`config.mk`:
```
export PLATFORM = sky130hd
export DESIGN_NAME = axi_arbiter_flat
export DESIGN_NICKNAME = d
export VERILOG_FILES = /design/src/axi_pkg.sv /design/src/mem_pkg.sv /design/src/axi_lite_if.sv /design/src/axi_arbiter.sv /design/src/flat_wrapper.sv
export VERILOG_INCLUDE_DIRS = /design/src /design/src/src
export SDC_FILE = /design/constraint.sdc
export NUM_CORES = 1
export LEC_CHECK = 0
export ABC_CLOCK_PERIOD_IN_PS = 4050
export BUFFER_PORTS_ARGS = -buffer_cell sky130_fd_sc_hd__buf_2
export CORE_AREA = 2 2 189 191
export DETAILED_ROUTE_END_ITERATION = 12
export DIE_AREA = 0 0 191 193
export GPL_ROUTABILITY_DRIVEN = 0
export PLACE_DENSITY = 0.5
export SLEW_MARGIN = 20
export SYNTH_ARGS = -nofsm -noshare
export SYNTH_HDL_FRONTEND = slang
export SYNTH_SLANG_ARGS = --single-unit
```
`constraint.sdc`:
```
create_clock -name clk -period 4.05 [get_ports clk]
set_input_delay 0.2025 -clock clk [delete_from_list [all_inputs] [get_ports clk]]
set_output_delay 0.2025 -clock clk [all_outputs]
set_load 0.01 [all_outputs]
```
`src/mem_settings.svh`:
```
`ifndef MEM_SETTINGS_SVH
`define MEM_SETTINGS_SVH

// byte address width on the bus
`define ADDR_W 32

// data width, one 64-bit word per beat
`define DATA_W 64

// sram depth in 64-bit words
// must be a power of two for the index slice
`define MEM_WORDS 256

`endif

```
`src/axi_pkg.sv`:
```
`default_nettype none

`include "mem_settings.svh"

package axi_pkg;

	// one strobe bit per data byte
	localparam int STRB_W = `DATA_W / 8;

	// response codes on rresp and bresp
	// exokay and decerr never used by this slave
	typedef enum logic [1:0] {
		okay   = 2'd0,
		slverr = 2'd2
	} axi_resp_e;

endpackage

`default_nettype wire

```
`src/mem_pkg.sv`:
```
`default_nettype none

package mem_pkg;

	// load/store client operation
	typedef enum logic {
		op_load  = 1'b0,
		op_store = 1'b1
	} mem_op_e;

	// arbiter / bus master states
	// idle waits for a client request
	// rd_addr and wr_req hold the address phase
	// rd_data and wr_resp wait for the response beat
	typedef enum logic [2:0] {
		idle    = 3'd0,
		rd_addr = 3'd1,
		rd_data = 3'd2,
		wr_req  = 3'd3,
		wr_resp = 3'd4
	} arb_state_e;

endpackage

`default_nettype wire

```
`src/axi_lite_if.sv`:
```
`timescale 1ns/1ns
`default_nettype none

`include "mem_settings.svh"

interface axi_lite_if
	import axi_pkg::*;
();

	// read address channel
	logic               arvalid;
	logic [`ADDR_W-1:0] araddr;
	logic               arready;

	// read data channel
	logic               rvalid;
	logic [`DATA_W-1:0] rdata;
	axi_resp_e          rresp;
	logic               rready;

	// write address channel
	logic               awvalid;
	logic [`ADDR_W-1:0] awaddr;
	logic               awready;

	// write data channel
	logic               wvalid;
	logic [`DATA_W-1:0] wdata;
	logic [STRB_W-1:0]  wstrb;
	logic               wready;

	// write response channel
	logic               bvalid;
	axi_resp_e          bresp;
	logic               bready;

	// arbiter side
	modport master (
		output arvalid, araddr, input arready,
		input rvalid, rdata, rresp, output rready,
		output awvalid, awaddr, input awready,
		output wvalid, wdata, wstrb, input wready,
		input bvalid, bresp, output bready
	);

	// sram side
	modport slave (
		input arvalid, araddr, output arready,
		output rvalid, rdata, rresp, input rready,
		input awvalid, awaddr, output awready,
		input wvalid, wdata, wstrb, output wready,
		output bvalid, bresp, input bready
	);

endinterface

`default_nettype wire

```
`src/axi_arbiter.sv`:
```
`timescale 1ns/1ns
`default_nettype none

`include "mem_settings.svh"

module axi_arbiter
	import axi_pkg::*;
	import mem_pkg::*;
(
	input  logic               clk,
	input  logic               rst,

	// instruction fetch client, read only
	input  logic               fetch_req,
	input  logic [`ADDR_W-1:0] fetch_addr,
	output logic               fetch_done,
	output logic [`DATA_W-1:0] fetch_rdata,
	output logic               fetch_err,

	// load/store client
	input  logic               lsu_req,
	input  mem_op_e            lsu_op,
	input  logic [`ADDR_W-1:0] lsu_addr,
	input  logic [`DATA_W-1:0] lsu_wdata,
	input  logic [STRB_W-1:0]  lsu_wstrb,
	output logic               lsu_done,
	output logic [`DATA_W-1:0] lsu_rdata,
	output logic               lsu_err,

	axi_lite_if.master         bus
);

	arb_state_e state;
	arb_state_e state_nxt;

	// winner of the current transaction, high for load/store
	logic lsu_sel;

	// response beat captured for the client
	logic [`DATA_W-1:0] rsp_data;
	logic               rsp_err;

	// handshakes
	logic ar_fire;
	logic r_fire;
	logic w_fire;
	logic b_fire;

	// a client still holds req during its done cycle
	// so new requests are only taken once done is gone
	logic take_req;

	assign ar_fire = bus.arvalid && bus.arready;
	assign r_fire  = bus.rvalid && bus.rready;
	assign w_fire  = bus.awvalid && bus.awready && bus.wvalid && bus.wready;
	assign b_fire  = bus.bvalid && bus.bready;

	assign take_req = !fetch_done && !lsu_done;

	// next state
	always_comb begin
		state_nxt = state;
		unique case (state)
			idle: begin
				// load/store wins ties
				if (take_req && lsu_req) begin
					state_nxt = (lsu_op == op_store) ? wr_req : rd_addr;
				end else if (take_req && fetch_req) begin
					state_nxt = rd_addr;
				end
			end
			rd_addr: if (ar_fire) state_nxt = rd_data;
			rd_data: if (r_fire) state_nxt = idle;
			wr_req:  if (w_fire) state_nxt = wr_resp;
			wr_resp: if (b_fire) state_nxt = idle;
			default: state_nxt = idle;
		endcase
	end

	// state and winner
	always_ff @(posedge clk) begin
		if (rst) begin
			state   <= idle;
			lsu_sel <= 1'b0;
		end else begin
			state <= state_nxt;
			// latch the winner only when leaving idle
			if (state == idle && take_req) begin
				lsu_sel <= lsu_req;
			end
		end
	end

	// done pulses, one cycle after the response beat
	always_ff @(posedge clk) begin
		if (rst) begin
			fetch_done <= 1'b0;
			lsu_done   <= 1'b0;
		end else begin
			fetch_done <= (r_fire || b_fire) && !lsu_sel;
			lsu_done   <= (r_fire || b_fire) && lsu_sel;
		end
	end

	// capture response payload
	// store returns zero data
	always_ff @(posedge clk) begin
		if (r_fire) begin
			rsp_data <= bus.rdata;
			rsp_err  <= bus.rresp != okay;
		end else if (b_fire) begin
			rsp_data <= '0;
			rsp_err  <= bus.bresp != okay;
		end
	end

	// read channel, address from the winner
	assign bus.arvalid = state == rd_addr;
	assign bus.araddr  = lsu_sel ? lsu_addr : fetch_addr;
	assign bus.rready  = state == rd_data;

	// write channel, only load/store writes
	assign bus.awvalid = state == wr_req;
	assign bus.wvalid  = state == wr_req;
	assign bus.awaddr  = lsu_addr;
	assign bus.wdata   = lsu_wdata;
	assign bus.wstrb   = lsu_wstrb;
	assign bus.bready  = state == wr_resp;

	// client results, data shared, err only with its own done
	assign fetch_rdata = rsp_data;
	assign lsu_rdata   = rsp_data;
	assign fetch_err   = rsp_err && fetch_done;
	assign lsu_err     = rsp_err && lsu_done;

endmodule

`default_nettype wire

```
`src/flat_wrapper.sv`:
```
// flat-port wrapper written by rule: the top's interface ports become plain ports
module axi_arbiter_flat import axi_pkg::*; import mem_pkg::*;
  (clk, rst, fetch_req, fetch_addr, fetch_done, fetch_rdata, fetch_err, lsu_req, lsu_op, lsu_addr, lsu_wdata, lsu_wstrb, lsu_done, lsu_rdata, lsu_err, bus_arvalid, bus_araddr, bus_arready, bus_rvalid, bus_rdata, bus_rresp, bus_rready, bus_awvalid, bus_awaddr, bus_awready, bus_wvalid, bus_wdata, bus_wstrb, bus_wready, bus_bvalid, bus_bresp, bus_bready);
  axi_lite_if bus_i ();
  input  logic clk;
  input  logic rst;
  input  logic fetch_req;
  input  logic [`ADDR_W-1:0] fetch_addr;
  output logic fetch_done;
  output logic [`DATA_W-1:0] fetch_rdata;
  output logic fetch_err;
  input  logic lsu_req;
  input  mem_op_e lsu_op;
  input  logic [`ADDR_W-1:0] lsu_addr;
  input  logic [`DATA_W-1:0] lsu_wdata;
  input  logic [STRB_W-1:0] lsu_wstrb;
  output logic lsu_done;
  output logic [`DATA_W-1:0] lsu_rdata;
  output logic lsu_err;
  output wire logic [$bits(bus_i.arvalid)-1:0] bus_arvalid;
  output wire logic [$bits(bus_i.araddr)-1:0] bus_araddr;
  input wire logic [$bits(bus_i.arready)-1:0] bus_arready;
  input wire logic [$bits(bus_i.rvalid)-1:0] bus_rvalid;
  input wire logic [$bits(bus_i.rdata)-1:0] bus_rdata;
  input wire logic [$bits(bus_i.rresp)-1:0] bus_rresp;
  output wire logic [$bits(bus_i.rready)-1:0] bus_rready;
  output wire logic [$bits(bus_i.awvalid)-1:0] bus_awvalid;
  output wire logic [$bits(bus_i.awaddr)-1:0] bus_awaddr;
  input wire logic [$bits(bus_i.awready)-1:0] bus_awready;
  output wire logic [$bits(bus_i.wvalid)-1:0] bus_wvalid;
  output wire logic [$bits(bus_i.wdata)-1:0] bus_wdata;
  output wire logic [$bits(bus_i.wstrb)-1:0] bus_wstrb;
  input wire logic [$bits(bus_i.wready)-1:0] bus_wready;
  input wire logic [$bits(bus_i.bvalid)-1:0] bus_bvalid;
  input wire logic [$bits(bus_i.bresp)-1:0] bus_bresp;
  output wire logic [$bits(bus_i.bready)-1:0] bus_bready;
  assign bus_arvalid = bus_i.arvalid;
  assign bus_araddr = bus_i.araddr;
  assign bus_i.arready = bus_arready;
  assign bus_i.rvalid = bus_rvalid;
  assign bus_i.rdata = bus_rdata;
  assign bus_i.rresp = bus_rresp;
  assign bus_rready = bus_i.rready;
  assign bus_awvalid = bus_i.awvalid;
  assign bus_awaddr = bus_i.awaddr;
  assign bus_i.awready = bus_awready;
  assign bus_wvalid = bus_i.wvalid;
  assign bus_wdata = bus_i.wdata;
  assign bus_wstrb = bus_i.wstrb;
  assign bus_i.wready = bus_wready;
  assign bus_i.bvalid = bus_bvalid;
  assign bus_i.bresp = bus_bresp;
  assign bus_bready = bus_i.bready;
  axi_arbiter u_core (.clk(clk), .rst(rst), .fetch_req(fetch_req), .fetch_addr(fetch_addr), .fetch_done(fetch_done), .fetch_rdata(fetch_rdata), .fetch_err(fetch_err), .lsu_req(lsu_req), .lsu_op(lsu_op), .lsu_addr(lsu_addr), .lsu_wdata(lsu_wdata), .lsu_wstrb(lsu_wstrb), .lsu_done(lsu_done), .lsu_rdata(lsu_rdata), .lsu_err(lsu_err), .bus(bus_i));
endmodule
```
==> run_results.csv <==
group,metric,value,unit
status,status,"complete, no violations",
sta,hold_violations,0,
critical_path,start_kind,"register",
synth,syn_area,4543,sq um
die,die_w,191,um
pwr,p_leak,2.801,nW
critical_path,r2r_end,"u_core.fetch_rdata[5]",
die,core-area,34960,sq um
sta,clock_skew,0.01639,ns
sta,fin_ws,1.808,ns
grt,use_met1,7.854,%
critical_path,slowest_delay,0.66,ns
sta,min_period,2.242,ns
clock_tree,cts_resized,0,
critical_path,critPathRequiredTime,4.06,ns
layout,final_cells,1032,
layout,nets,780,
layout,regArea,2072,sq um
layout,multi_input_area,1119,sq um
detailed_routing,wl_per_cell,16.38,um
hold_path,hp-class,"in2reg",
die,die-area,36860,sq um
grt,grt_use_total,8.647,%
critical_path,reg2reg_from,"u_core.state[2]",
detailed_routing,drc,0,
layout,syn2layout_area_growth,27.90,%
detailed_routing,vias_per_cell,3.345,
sta,max_freq,446.1,MHz
clock_tree,cts_root_buf,"clkbuf_16",
sta,hold_slack,0.09874,ns
synth,ys_ff_latch,71,
grt,top_usage_layer,"met2",
grt,antenna_found_initial,6,
sta,finalSetupViolCount,0,
synth,synth_top_flop_cell,"edfxtp_1",
critical_path,path_buf_inv,1,
critical_path,crit_path_max_fanout,48,
detailed_routing,drtAntennaViolNets,0,
sta,rsz0062_at_grt,"false",
layout,final_area,5811,sq um
placed_design,port_buffers,342,
die,rows,69,
layout,drive_gt1_share,70.53,%
critical_path,reg2reg_depth,3,
pwr,max-vdd-ir-drop,0.0002172,V
synth,syn_inst,398,
grt,use_met2,16.14,%
critical_path,crit_chain,"nand3b_1 > a21oi_4 > buf_12",
grt,overflow,0,
sta,min_period_over_period,55.35,%
hold_path,whs_path_depth,2,
grt,grt_util_met3,4.308,%
clock_tree,clk_pin_slew,0.07,ns
detailed_routing,route.vias.total,3452,
synth,seq_area_frac_synth,45.61,%
die,initial_core_util,12.99,%
clock_tree,clockBufferDepth,2,
sta,fin_tns_setup,0,ns
detailed_routing,routed_wl,16910,um
synth,async_flop_share,0,%
die,die_h,193,um
critical_path,slowest_stage,"a21oi_4",
critical_path,crit_family,"compound AO/OA/AOI/OAI gates",
critical_path,r2r_slack,1.81,ns
grt,grt_max_degree,67,
critical_path,critPathArrivalTime,2.25,ns
placed_design,placedCellCount,1016,
sta,tightest_slew,0.7786,ns
run,maxCapViolCount,0,
critical_path,crit_type,"reg2reg",
sta,finalMaxSlewViolations,0,
clock_tree,cts_buffers,9,
detailed_routing,dr.pass1.iters,4,
placed_design,place_area,5529,sq um
synth,synth_cell_types,33,
detailed_routing,drtIter0Drc,105,
grt,grt_pass1_wl,22000,um
placed_design,pre_cts_ws,1.769,ns
critical_path,end_kind,"register",
synth,yosysWarnings,0,
clock_tree,post-cts-setup-buffers,0,
pwr,totalPowerFinal,2.751,mW
sta,max_slew_margin,47.97,%
hold_path,hold-path-endpoint,"u_core.state[1]",
synth,syn-num-nets,612,
clock_tree,clock-sinks,71,
pwr,power_density,473.5,nW/um^2
synth,synth_edf_count,65,
clock_tree,clk_latency,0.35,ns
layout,fin_util,16.62,%
hold_path,min_from,"rst",
synth,avgSynthCellArea,11.41,sq um
placed_design,dp_hpwl,14270,um
clock_tree,cts_tree,"yes",
grt,grt_pass1_vias,3216,
clock_tree,ctsHoldBuffers,0,
layout,fill_cells,3973,
die,ioPinCount,487,
clock_tree,cts_htree_levels,3,
==> power breakdown <==
group / internal (mW) / switching, mW / total [mW]
logic: 0.417 / 0.518 / 0.935
clock network: 0.468 / 0.306 / 0.774
registers: 0.952 / 0.0905 / 1.04
total: 1.84 / 0.914 / 2.75
==> cell usage after synthesis, drive strengths merged (2+ instances only) <==
| library cell | n | share of area, % |
|---|---|---|
| nand3b | 2 | 0.33 |
| a21oi | 4 | 0.44 |
| and3b | 2 | 0.47 |
| a31oi | 2 | 0.28 |
| buf | 180 | 29 |
| a211oi | 2 | 0.72 |
| and2 | 3 | 0.41 |
| clkbuf | 10 | 0.83 |
| nor2 | 5 | 0.41 |
| dfxtp | 6 | 2.6 |
| nand2 | 3 | 0.25 |
| nor3 | 3 | 0.69 |
| o31ai | 2 | 0.44 |
| mux2 | 32 | 7.9 |
| nor4b | 2 | 1.0 |
| and3 | 64 | 8.8 |
| nor3b | 4 | 0.88 |
| edfxtp | 65 | 43 |
==> final cells by class <==
type	instances	area share, %
Antenna cell	1	0.04307
Clock buffer	10	3.941
Clock inverter	5	0.8613
Multi-Input combinational cell	137	19.25
Sequential cell	71	35.66
Tap cell	461	9.927
Timing Repair Buffer	347	30.32
==> state kept, by name, summed over array words and instances, names as in the netlist <==
name and cells:
u_core.fetch_rdata 64, u_core.state 3, u_core.fetch_done 1, u_core.lsu_done 1, u_core.lsu_sel 1, u_core.rsp_err 1
==> cells by family (layout without fill, tap and decap cells) <==
kind of cell | Yosys count | count (layout) | share of synthesized area (%)
compound gates | 12 | 12 | 2.258
buf+inv | 190 | 362 | 30.16
flops | 71 | 71 | 45.61
mux | 32 | 32 | 7.932
other cells | 0 | 1 | 0
simple gates | 93 | 93 | 14.05
==> worst register-to-register path, delay by kind of cell (launching register included) <==
| kind | cells | cell delay [ns] |
|---|---|---|
| simple gates | 1 | 0.20 |
| buf+inv | 1 | 0.34 |
| compound gates | 1 | 0.66 |
| flops | 1 | 0.64 |
==> cell usage in the layout (no fill, tap or decap), types with 2 or more instances in the layout <==
cell,n
and3_1,64
a31oi_1,2
nor4b_4,2
clkbuf_16,9
edfxtp_1,65
and2_1,3
nor3b_1,2
buf_2,342
nand3b_1,2
nand2_1,3
clkinv_1,2
nor2_1,5
dfxtp_1,6
a21oi_1,3
buf_4,4
mux2_2,32
==> worst max path at each step <==
stage | from | to | slack (ns) | cells after the start
3_5_place_dp | u_core.state[2] | u_core.fetch_rdata[62] | 1.77 | 3
3_3_place_gp | u_core.state[2] | u_core.fetch_rdata[9] | 1.82 | 3
2_1_floorplan | u_core.state[2] | u_core.fetch_rdata[0] | 1.09 | 3
4_1_cts | u_core.state[2] | u_core.fetch_rdata[57] | 1.73 | 3
5_1_grt | u_core.state[2] | u_core.fetch_rdata[5] | 1.66 | 3
6_report | u_core.state[2] | u_core.fetch_rdata[5] | 1.81 | 3
==> metal layers <==
layer / share of wire [%] / vias to the layer above
li1: - / 1551
met1: 33 / 1560
met2: 51 / 300
met3: 13 / 31
met4: 2.7 / 10
met5: 0.37 / -
No activity file was read; power rests on OpenSTA's default activity.
